--- src/logic/qpsk_backend_pkg.sv ---
//////////////////////////////
// Shared constants and types for the QPSK symbol back end
// Every RTL module imports this package with a wildcard import
// Holds the sign pair, dibit and beat structs, and the frame word union
//////////////////////////////
`default_nettype none

package qpsk_backend_pkg;

	// Four possible byte alignments, one per dibit slot in a byte
	localparam int NUM_CUTS = 4;
	// Cut checker confidence counter, saturates at all ones
	localparam int FC_BITS = 6;
	localparam int SAMPLE_BITS = 7;
	localparam int PWM_BITS = 8;

	// Descrambler history and its taps, position 1 is the newest bit
	localparam int SCRAM_LEN = 31;
	localparam int SCRAM_TAP_NEAR = 13;
	localparam int SCRAM_TAP_FAR = 31;

	// Cut selected before any lock
	localparam logic [1:0] FRAME_POS_RESET = 2'd3;

	// Sign bits of one carrier-corrected constellation point
	typedef struct packed {
		logic i_neg;
		logic q_neg;
	} sym_signs_t;

	// One differentially decoded symbol
	typedef struct packed {
		logic hi;
		logic lo;
	} dibit_t;

	// Decoded symbol plus its position modulo 4 and a valid strobe
	typedef struct packed {
		logic ce;
		logic [1:0] count;
		dibit_t bits;
	} dibit_beat_t;

	// Filled as four dibits, newest in slot 0, read as marker plus sample
	typedef union packed {
		dibit_t [NUM_CUTS-1:0] dibits;
		struct packed {
			logic marker;
			logic [SAMPLE_BITS-1:0] sample;
		} fields;
	} frame_word_t;

endpackage

`default_nettype wire

--- src/logic/diff_decoder.sv ---
//////////////////////////////
// Differential QPSK decoder
// Takes the sign pair of each new symbol and emits a dibit beat
// from the phase step against the previous symbol, one cycle later
//////////////////////////////
`default_nettype none

module diff_decoder
	import qpsk_backend_pkg::*;
(
	input wire i_clk,
	input wire i_rst_n,
	input wire i_sym_ce,
	input wire sym_signs_t i_sym,
	output dibit_beat_t o_beat
);

	sym_signs_t prev_sym;
	logic [1:0] dibit_cnt;
	logic [1:0] ring_step;
	dibit_t step_dibit;
	logic beat_ce;
	logic [1:0] beat_count;
	dibit_t beat_bits;

	// Position of a sign pair on the ring 00, 01, 11, 10
	function automatic logic [1:0] ring_pos(input sym_signs_t s);
		return {s.i_neg, s.i_neg ^ s.q_neg};
	endfunction

	// Forward steps from the previous point, modulo 4
	assign ring_step = ring_pos(i_sym) - ring_pos(prev_sym);

	// Phase step to dibit
	always_comb
	begin
		case (ring_step)
			2'd0: step_dibit = '{hi: 1'b0, lo: 1'b0};
			2'd1: step_dibit = '{hi: 1'b0, lo: 1'b1};
			2'd2: step_dibit = '{hi: 1'b1, lo: 1'b1};
			default: step_dibit = '{hi: 1'b1, lo: 1'b0};
		endcase
	end

	// Control state: strobe, reference point and dibit position
	always_ff @(posedge i_clk)
	begin
		if (!i_rst_n)
		begin
			beat_ce <= 1'b0;
			prev_sym <= '0;
			dibit_cnt <= '0;
		end
		else
		begin
			beat_ce <= i_sym_ce;
			if (i_sym_ce)
			begin
				prev_sym <= i_sym;
				dibit_cnt <= dibit_cnt + 2'd1;
			end
		end
	end

	// Beat payload, count is the position of this dibit
	always_ff @(posedge i_clk)
	begin
		if (i_sym_ce)
		begin
			beat_bits <= step_dibit;
			beat_count <= dibit_cnt;
		end
	end

	assign o_beat = '{ce: beat_ce, count: beat_count, bits: beat_bits};

endmodule

`default_nettype wire

--- src/logic/frame_cut_checker.sv ---
//////////////////////////////
// Frame marker checker for one byte alignment
// Looks at the dibit in its own slot of every byte and
// flags a match once the marker has held long enough
//////////////////////////////
`default_nettype none

module frame_cut_checker
	import qpsk_backend_pkg::*;
(
	input wire i_clk,
	input wire i_rst_n,
	input wire dibit_beat_t i_beat,
	input wire [1:0] i_cut_index,
	output logic o_match
);

	logic [FC_BITS-1:0] conf;
	logic my_slot;
	logic marker_ok;

	// Only the dibit that would carry the marker under this cut counts
	assign my_slot = i_beat.ce && (i_beat.count == i_cut_index);
	// Marker dibit has its two bits different
	assign marker_ok = i_beat.bits.hi ^ i_beat.bits.lo;

	always_ff @(posedge i_clk)
	begin
		if (!i_rst_n)
		begin
			conf <= '0;
			o_match <= 1'b0;
		end
		else if (my_slot)
		begin
			if (marker_ok)
			begin
				// Match only after the counter saturates
				if (&conf)
					o_match <= 1'b1;
				else
					conf <= conf + 1'b1;
			end
			else
			begin
				// One bad marker drops the match at once
				o_match <= 1'b0;
				if (conf != '0)
					conf <= conf - 1'b1;
			end
		end
	end

	// Counter saturates at both ends and never wraps around
	a_conf_no_wrap: assert property (@(posedge i_clk) disable iff (!i_rst_n)
		((conf == '1) || (conf == '0)) |=> (conf != ~$past(conf)));

endmodule

`default_nettype wire

--- src/logic/frame_aligner.sv ---
//////////////////////////////
// Frame aligner
// Picks the cut from the checker match vector, shifts dibits into
// a byte and emits the 7-bit scrambled sample once per frame
//////////////////////////////
`default_nettype none

module frame_aligner
	import qpsk_backend_pkg::*;
(
	input wire i_clk,
	input wire i_rst_n,
	input wire dibit_beat_t i_beat,
	input wire [NUM_CUTS-1:0] i_cut_match,
	output logic o_frame_ce,
	output logic [SAMPLE_BITS-1:0] o_frame_sample,
	output logic o_locked,
	output logic [1:0] o_frame_pos
);

	frame_word_t frame_sreg;
	logic [1:0] match_idx;
	logic match_onehot;
	logic emit;
	logic emit_last_beat;

	//////////////////////////////
	// Cut selection
	//////////////////////////////

	// Index of the matching cut, valid when the vector is one-hot
	always_comb
	begin
		match_idx = '0;
		for (int k = 0; k < NUM_CUTS; k++)
		begin
			if (i_cut_match[k])
				match_idx = k[1:0];
		end
	end

	assign match_onehot = (i_cut_match != '0)
		&& ((i_cut_match & (i_cut_match - 1'b1)) == '0);
	// Locked when exactly one cut matches
	assign o_locked = match_onehot;

	// Frame boundary compares against the position before this beat's update
	assign emit = i_beat.ce && (i_beat.count == o_frame_pos);

	always_ff @(posedge i_clk)
	begin
		if (!i_rst_n)
		begin
			o_frame_pos <= FRAME_POS_RESET;
			o_frame_ce <= 1'b0;
			emit_last_beat <= 1'b0;
		end
		else
		begin
			o_frame_ce <= emit;
			if (i_beat.ce)
			begin
				emit_last_beat <= emit;
				// No clean lock, hold the old cut
				if (match_onehot)
					o_frame_pos <= match_idx;
			end
		end
	end

	//////////////////////////////
	// Byte assembly
	//////////////////////////////

	// Sample leaves before the new dibit, which starts the next byte
	always_ff @(posedge i_clk)
	begin
		if (emit)
			o_frame_sample <= frame_sreg.fields.sample;
		if (i_beat.ce)
			frame_sreg.dibits <= {frame_sreg.dibits[NUM_CUTS-2:0], i_beat.bits};
	end

	// A frame never ends on two back to back dibits
	a_no_adjacent_frames: assert property (@(posedge i_clk) disable iff (!i_rst_n)
		(i_beat.ce && emit_last_beat) |=> !o_frame_ce);

endmodule

`default_nettype wire

--- src/logic/descrambler.sv ---
//////////////////////////////
// Self-synchronizing descrambler
// Each frame strobe descrambles seven bits, MSB first, against
// a 31-bit history of received bits with taps at 13 and 31
//////////////////////////////
`default_nettype none

module descrambler
	import qpsk_backend_pkg::*;
(
	input wire i_clk,
	input wire i_rst_n,
	input wire i_frame_ce,
	input wire [SAMPLE_BITS-1:0] i_frame_sample,
	output logic o_audio_ce,
	output logic signed [SAMPLE_BITS-1:0] o_audio_sample
);

	logic [SCRAM_LEN-1:0] hist;
	logic [SCRAM_LEN-1:0] hist_next;
	logic [SAMPLE_BITS-1:0] plain;

	// Bit serial unrolled over one sample
	// hist[0] holds position 1, the most recent received bit
	always_comb
	begin
		hist_next = hist;
		for (int b = SAMPLE_BITS - 1; b >= 0; b--)
		begin
			plain[b] = i_frame_sample[b] ^ hist_next[SCRAM_TAP_NEAR-1]
				^ hist_next[SCRAM_TAP_FAR-1];
			// Received bit, not the output, feeds the history
			hist_next = {hist_next[SCRAM_LEN-2:0], i_frame_sample[b]};
		end
	end

	always_ff @(posedge i_clk)
	begin
		if (!i_rst_n)
		begin
			hist <= '0;
			o_audio_ce <= 1'b0;
		end
		else
		begin
			o_audio_ce <= i_frame_ce;
			if (i_frame_ce)
				hist <= hist_next;
		end
	end

	// Audio sample register
	always_ff @(posedge i_clk)
	begin
		if (i_frame_ce)
			o_audio_sample <= plain;
	end

	// Audio strobe lags the aligner's frame strobe by exactly one clock
	a_audio_ce_lag: assert property (@(posedge i_clk) disable iff (!i_rst_n)
		o_audio_ce == $past(i_frame_ce));

endmodule

`default_nettype wire

--- src/logic/sigma_delta_pwm.sv ---
//////////////////////////////
// First-order sigma-delta audio output
// Runs every clock on the last audio sample
// Disabled audio gives a plain square wave on the pin
//////////////////////////////
`default_nettype none

module sigma_delta_pwm
	import qpsk_backend_pkg::*;
(
	input wire i_clk,
	input wire i_rst_n,
	input wire i_audio_en,
	input wire [SAMPLE_BITS-1:0] i_sample,
	output logic o_pwm_audio
);

	logic [PWM_BITS-1:0] acc;
	logic [PWM_BITS-1:0] sample_ext;
	logic [PWM_BITS-1:0] bias;

	// Two's complement sample, sign extended
	assign sample_ext = {{(PWM_BITS-SAMPLE_BITS){i_sample[SAMPLE_BITS-1]}}, i_sample};
	// Adds 64 while the top bit is clear
	assign bias = {1'b0, ~acc[PWM_BITS-1], {(PWM_BITS-2){1'b0}}};

	always_ff @(posedge i_clk)
	begin
		if (!i_rst_n)
		begin
			acc <= '0;
			o_pwm_audio <= 1'b0;
		end
		else if (i_audio_en)
		begin
			acc <= acc + sample_ext + bias;
			o_pwm_audio <= acc[PWM_BITS-1];
		end
		else
		begin
			// Mute, toggle the output for a mid-level average
			acc <= '0;
			o_pwm_audio <= ~o_pwm_audio;
		end
	end

endmodule

`default_nettype wire

--- src/logic/qpsk_backend.sv ---
//////////////////////////////
// QPSK receiver symbol back end, top level
// Input is the sign pair of each carrier-corrected symbol
// Output is the descrambled audio sample and a one-bit audio stream
//////////////////////////////
`default_nettype none

module qpsk_backend
	import qpsk_backend_pkg::*;
(
	input wire i_clk,
	input wire i_rst_n,
	input wire i_sym_ce,
	input wire sym_signs_t i_sym,
	input wire i_audio_en,
	output logic o_audio_ce,
	output logic signed [SAMPLE_BITS-1:0] o_audio_sample,
	output logic o_locked,
	output logic [1:0] o_frame_pos,
	output logic o_pwm_audio
);

	dibit_beat_t beat;
	logic [NUM_CUTS-1:0] cut_match;
	logic frame_ce;
	logic [SAMPLE_BITS-1:0] frame_sample;

	// Phase difference decode
	diff_decoder u_diff_decoder (
		.i_clk(i_clk),
		.i_rst_n(i_rst_n),
		.i_sym_ce(i_sym_ce),
		.i_sym(i_sym),
		.o_beat(beat)
	);

	//////////////////////////////
	// One checker per byte alignment
	//////////////////////////////
	for (genvar k = 0; k < NUM_CUTS; k++)
	begin : g_cut
		frame_cut_checker u_checker (
			.i_clk(i_clk),
			.i_rst_n(i_rst_n),
			.i_beat(beat),
			.i_cut_index(2'(k)),
			.o_match(cut_match[k])
		);
	end

	frame_aligner u_frame_aligner (
		.i_clk(i_clk),
		.i_rst_n(i_rst_n),
		.i_beat(beat),
		.i_cut_match(cut_match),
		.o_frame_ce(frame_ce),
		.o_frame_sample(frame_sample),
		.o_locked(o_locked),
		.o_frame_pos(o_frame_pos)
	);

	descrambler u_descrambler (
		.i_clk(i_clk),
		.i_rst_n(i_rst_n),
		.i_frame_ce(frame_ce),
		.i_frame_sample(frame_sample),
		.o_audio_ce(o_audio_ce),
		.o_audio_sample(o_audio_sample)
	);

	// Audio pin is driven from the held sample
	sigma_delta_pwm u_sigma_delta_pwm (
		.i_clk(i_clk),
		.i_rst_n(i_rst_n),
		.i_audio_en(i_audio_en),
		.i_sample(o_audio_sample),
		.o_pwm_audio(o_pwm_audio)
	);

endmodule

`default_nettype wire

--- config.mk ---
export PLATFORM = sky130hd
export DESIGN_NAME = qpsk_backend
export DESIGN_NICKNAME = d
export VERILOG_FILES = /design/src/logic/qpsk_backend_pkg.sv /design/src/logic/diff_decoder.sv /design/src/logic/frame_cut_checker.sv /design/src/logic/frame_aligner.sv /design/src/logic/descrambler.sv /design/src/logic/sigma_delta_pwm.sv /design/src/logic/qpsk_backend.sv
export SDC_FILE = /design/constraint.sdc
export NUM_CORES = 1
export LEC_CHECK = 0
export BUFFER_PORTS_ARGS = -buffer_cell sky130_fd_sc_hd__buf_2
export CORE_ASPECT_RATIO = 0.8
export CORE_MARGIN = 2
export CORE_UTILIZATION = 44
export CTS_CLUSTER_SIZE = 8
export DETAILED_ROUTE_END_ITERATION = 8
export HOLD_SLACK_MARGIN = 0.02
export SLEW_MARGIN = 20
export SYNTH_ARGS = -nofsm -noshare
export SYNTH_HDL_FRONTEND = slang
export SYNTH_HIERARCHICAL = 1
export SYNTH_SLANG_ARGS = --single-unit
export TNS_END_PERCENT = 5
--- constraint.sdc ---
create_clock -name i_clk -period 3.65 [get_ports i_clk]
set_input_delay 0.5475 -clock i_clk [delete_from_list [all_inputs] [get_ports i_clk]]
set_output_delay 0.5475 -clock i_clk [all_outputs]
set_load 0.01 [all_outputs]
==> flow_summary.toml <==
[status]
status = "complete, no violations"

[layout]
syn_to_final_growth_pct = 8.37
layout_common_cells = "dfxtp_1 (76), mux2i_1 (66), xnor2_1 (37), nand2_1 (35), nor2b_1 (33)"
nNetsFinal = 521
diodes = 0
drive_gt1_share_pct = 13.1
fin_area_um2 = 5720
final_common_cell = "dfxtp_1"

[power_and_ir_drop]
clkPwrFrac_pct = 36.0
pwr-share-seq_pct = 47.8
powerDensity_nw_per_um2 = 459
p_sw_share_pct = 26.1
p_comb_share_pct = 16.2
ir_drop_mv = 0.277
power.switching_mw = 0.685
p_int_mw = 1.94
power_mw = 2.63
p_leak_nw = 1.98

[route]
viasPerCell = 5.27
drtIter0Drc = 163
ant_nets = 0
drc = 0
routedWlPerCell_um = 13.6
wl_um = 8800
dr.pass1.iters = 4
vias = 3407

[critical_path]
crit_required_ns = 3.92
startpoint_type = "flip-flop"
cp-end-kind = "flip-flop"
worstSetupPathType = "reg -> reg"
cp_max_fo = 9
r2r-start = "u_diff_decoder/o_beat[0]"
r2r_end = "g_cut[0].u_checker/conf[4]"
rrSetupSlack_ns = 1.27
crit_arrival_ns = 2.64
reg2reg_depth = 7

[clocking]
cts_setup_buffers = 0
numCtsBuffers = 9
cts_tree = "yes"
numClockSinks = 102
cts.repair.resized = 0
cts_root_buf = "clkbuf_16"
htreeDepth = 3
insertion_delay_ns = 0.34
hold_buffers = 0
cts_buffer_depth = 2
clk_pin_slew_ns = 0.07

[grt]
antenna_found_initial = 0
grt_max_degree = 55
grt_util_all_layers_pct = 14.5
grt_pass1_vias = 3287
grt_pass1_wl_um = 15400
grt.overflow.total = 0

[place]
dp_worst_setup_slack_ns = 1.28
gp_congestion = 0.760
place_area_um2 = 5420
dp_hpwl_um = 6090
portBuffers = 17

[sta]
slew_headroom_pct = 28.5
skew_ns = 0.00624
fin_crit_ns = 2.38
drv_slew = 0
postLayoutSetupSlackWorst_ns = 1.27
worst_pin_slew_ns = 1.07
finalSetupViolations = 0
rsz0062_at_grt = "false"
final_hold_viol_count = 0
max_freq_mhz = 421
tns_ns = 0
final.period_utilization_pct = 65.1

[yosys]
synth_cell_types = 53
synthTopCellsByArea = "dfxtp_1 (29%), edfxtp_1 (14%), mux2i_1 (13%)"
synth_edf_count = 25
ys_seq_area_share_pct = 43.4
synth_area_leader_cell = "dfxtp_1"
yosysTopAreaCellShare_pct = 29.2
ys_ff_latch = 102
yosysWarnings = 6
synth_cells = 478
synth_area_um2 = 5280
async_flop_share_pct = 0
synth_top_flop_cell = "dfxtp_1"
syn_avg_cell_area_um2 = 11.0

[floorplanning]
die-area_um2 = 12900
die_y_um = 102
start_util_pct = 45.5
chipWidth_um = 126
rows = 35
ios = 18
core_um2 = 11600

[worst_hold_path]
hold_path.class = "reg -> reg"
min_to = "u_frame_aligner/o_frame_sample[6]"
hold_depth = 0
hold_start = "u_frame_aligner/frame_sreg[6]"

[flow_run]
cap_violations = 0
-- sequential cells by signal, indices dropped and copies added, names as in the netlist --
register and cells:
u_descrambler/hist 31, g_cut.u_checker/conf 24, u_sigma_delta_pwm/acc 8, u_descrambler/o_audio_sample 7, u_frame_aligner/frame_sreg 7, u_frame_aligner/o_frame_sample 7, g_cut.u_checker/o_match 4, u_diff_decoder/beat_count 2
u_diff_decoder/dibit_cnt 2, u_diff_decoder/o_beat 2, u_diff_decoder/prev_sym 2, u_frame_aligner/o_frame_pos 2, u_descrambler/o_audio_ce 1, u_diff_decoder/beat_ce 1, u_frame_aligner/o_frame_ce 1, u_sigma_delta_pwm/o_pwm_audio 1
-- cells by family (layout without fill, tap and decap cells) --
family,count (synthesis),in the layout,synth area share [%]
other,2,8,0.142
xor gates and xnor gates,43,43,7.70
and+or+nand+nor,179,179,21.6
AOI/OAI and AO/OA,36,36,5.38
buffers and inverters,28,42,3.58
adders and majority gates,22,22,5.64
muxes,66,66,12.5
DFF,102,102,43.4
-- Yosys cell counts (2+ instances only) --
cell type / number
a21boi_1: 4
xor2_1: 2
inv_1: 8
nor3_1: 14
o41ai_1: 4
nor2_1: 10
o221a_2: 4
nor2b_1: 33
o21ai_0: 9
nand3_1: 5
nand2_1: 35
xnor2_1: 37
nor4_4: 4
conb_1: 2
nor3b_1: 4
clkbuf_1: 11
nand4_1: 4
a211oi_1: 3
ha_1: 19
and2_1: 4
fa_1: 3
xor2_2: 4
edfxtp_1: 25
dfxtp_1: 77
or4b_1: 4
nor4_1: 16
mux2i_1: 66
buf_6: 4
and3_2: 2
nor3_2: 9
nand2b_1: 17
buf_12: 3
or4_4: 4
and3_1: 9
-- power groups by stage --
stage / clock (mW) / combinational (mW) / sequential (mW)
after floorplan: 0 / 0.371 / 1.26
after global placement: 0 / 0.420 / 1.28
after detailed placement: 0 / 0.425 / 1.28
after CTS: 0.975 / 0.428 / 1.26
after global routing: 1.02 / 0.475 / 1.27
final: 0.946 / 0.425 / 1.26
-- final cells by class --
class / instances / area [um^2]
inverters: 8 / 30.0
flip-flops and latches: 102 / 2290
well taps: 148 / 185
repair buffers: 18 / 92.6
fillers: 1058 / 5880
clock inverters: 2 / 12.5
clock buffers: 14 / 287
multi-input cells: 354 / 2820
-- worst max-delay path, cell delays in order, from the launching register on --
cell      delay, ns
edfxtp_1       0.73
xor2_2         0.42
xnor2_1        0.12
ha_1           0.23
nor4_1         0.18
mux2i_1        0.11
nor4_1         0.28
mux2i_1        0.22
-- stage by stage --
step | util [%] | std cells | hold WS [ns]
final | 49.3 | 646 | 0.426
after global routing | 49.3 | 646 | 0.432
after global placement | 46.7 | 630 | 0.403
after floorplan | - | 484 | 0.400
after CTS | 49.3 | 646 | 0.426
after detailed placement | 46.7 | 630 | 0.416
-- how the worst max path moves through the flow --
stage	cells past startpoint	startpoint	slack, ns	end
final	7	u_diff_decoder/o_beat[0]	1.27	g_cut[0].u_checker/conf[4]
after global routing	7	u_diff_decoder/o_beat[0]	1.04	g_cut[3].u_checker/conf[4]
after CTS	7	u_diff_decoder/o_beat[0]	1.26	g_cut[2].u_checker/conf[4]
after detailed placement	7	u_diff_decoder/o_beat[0]	1.28	g_cut[2].u_checker/conf[4]
after global placement	7	u_diff_decoder/o_beat[0]	1.36	g_cut[3].u_checker/conf[4]
after floorplan	7	u_diff_decoder/o_beat[0]	1.55	g_cut[0].u_checker/conf[4]
-- per-layer routing --
layer / wire [um] / track usage, %
met1: 4410 / 18.7
met2: 4020 / 24.6
met3: 256 / 3.61
met4: 105 / 4.14
met5: 0 / 0
Power figures use the tool's default switching activity.
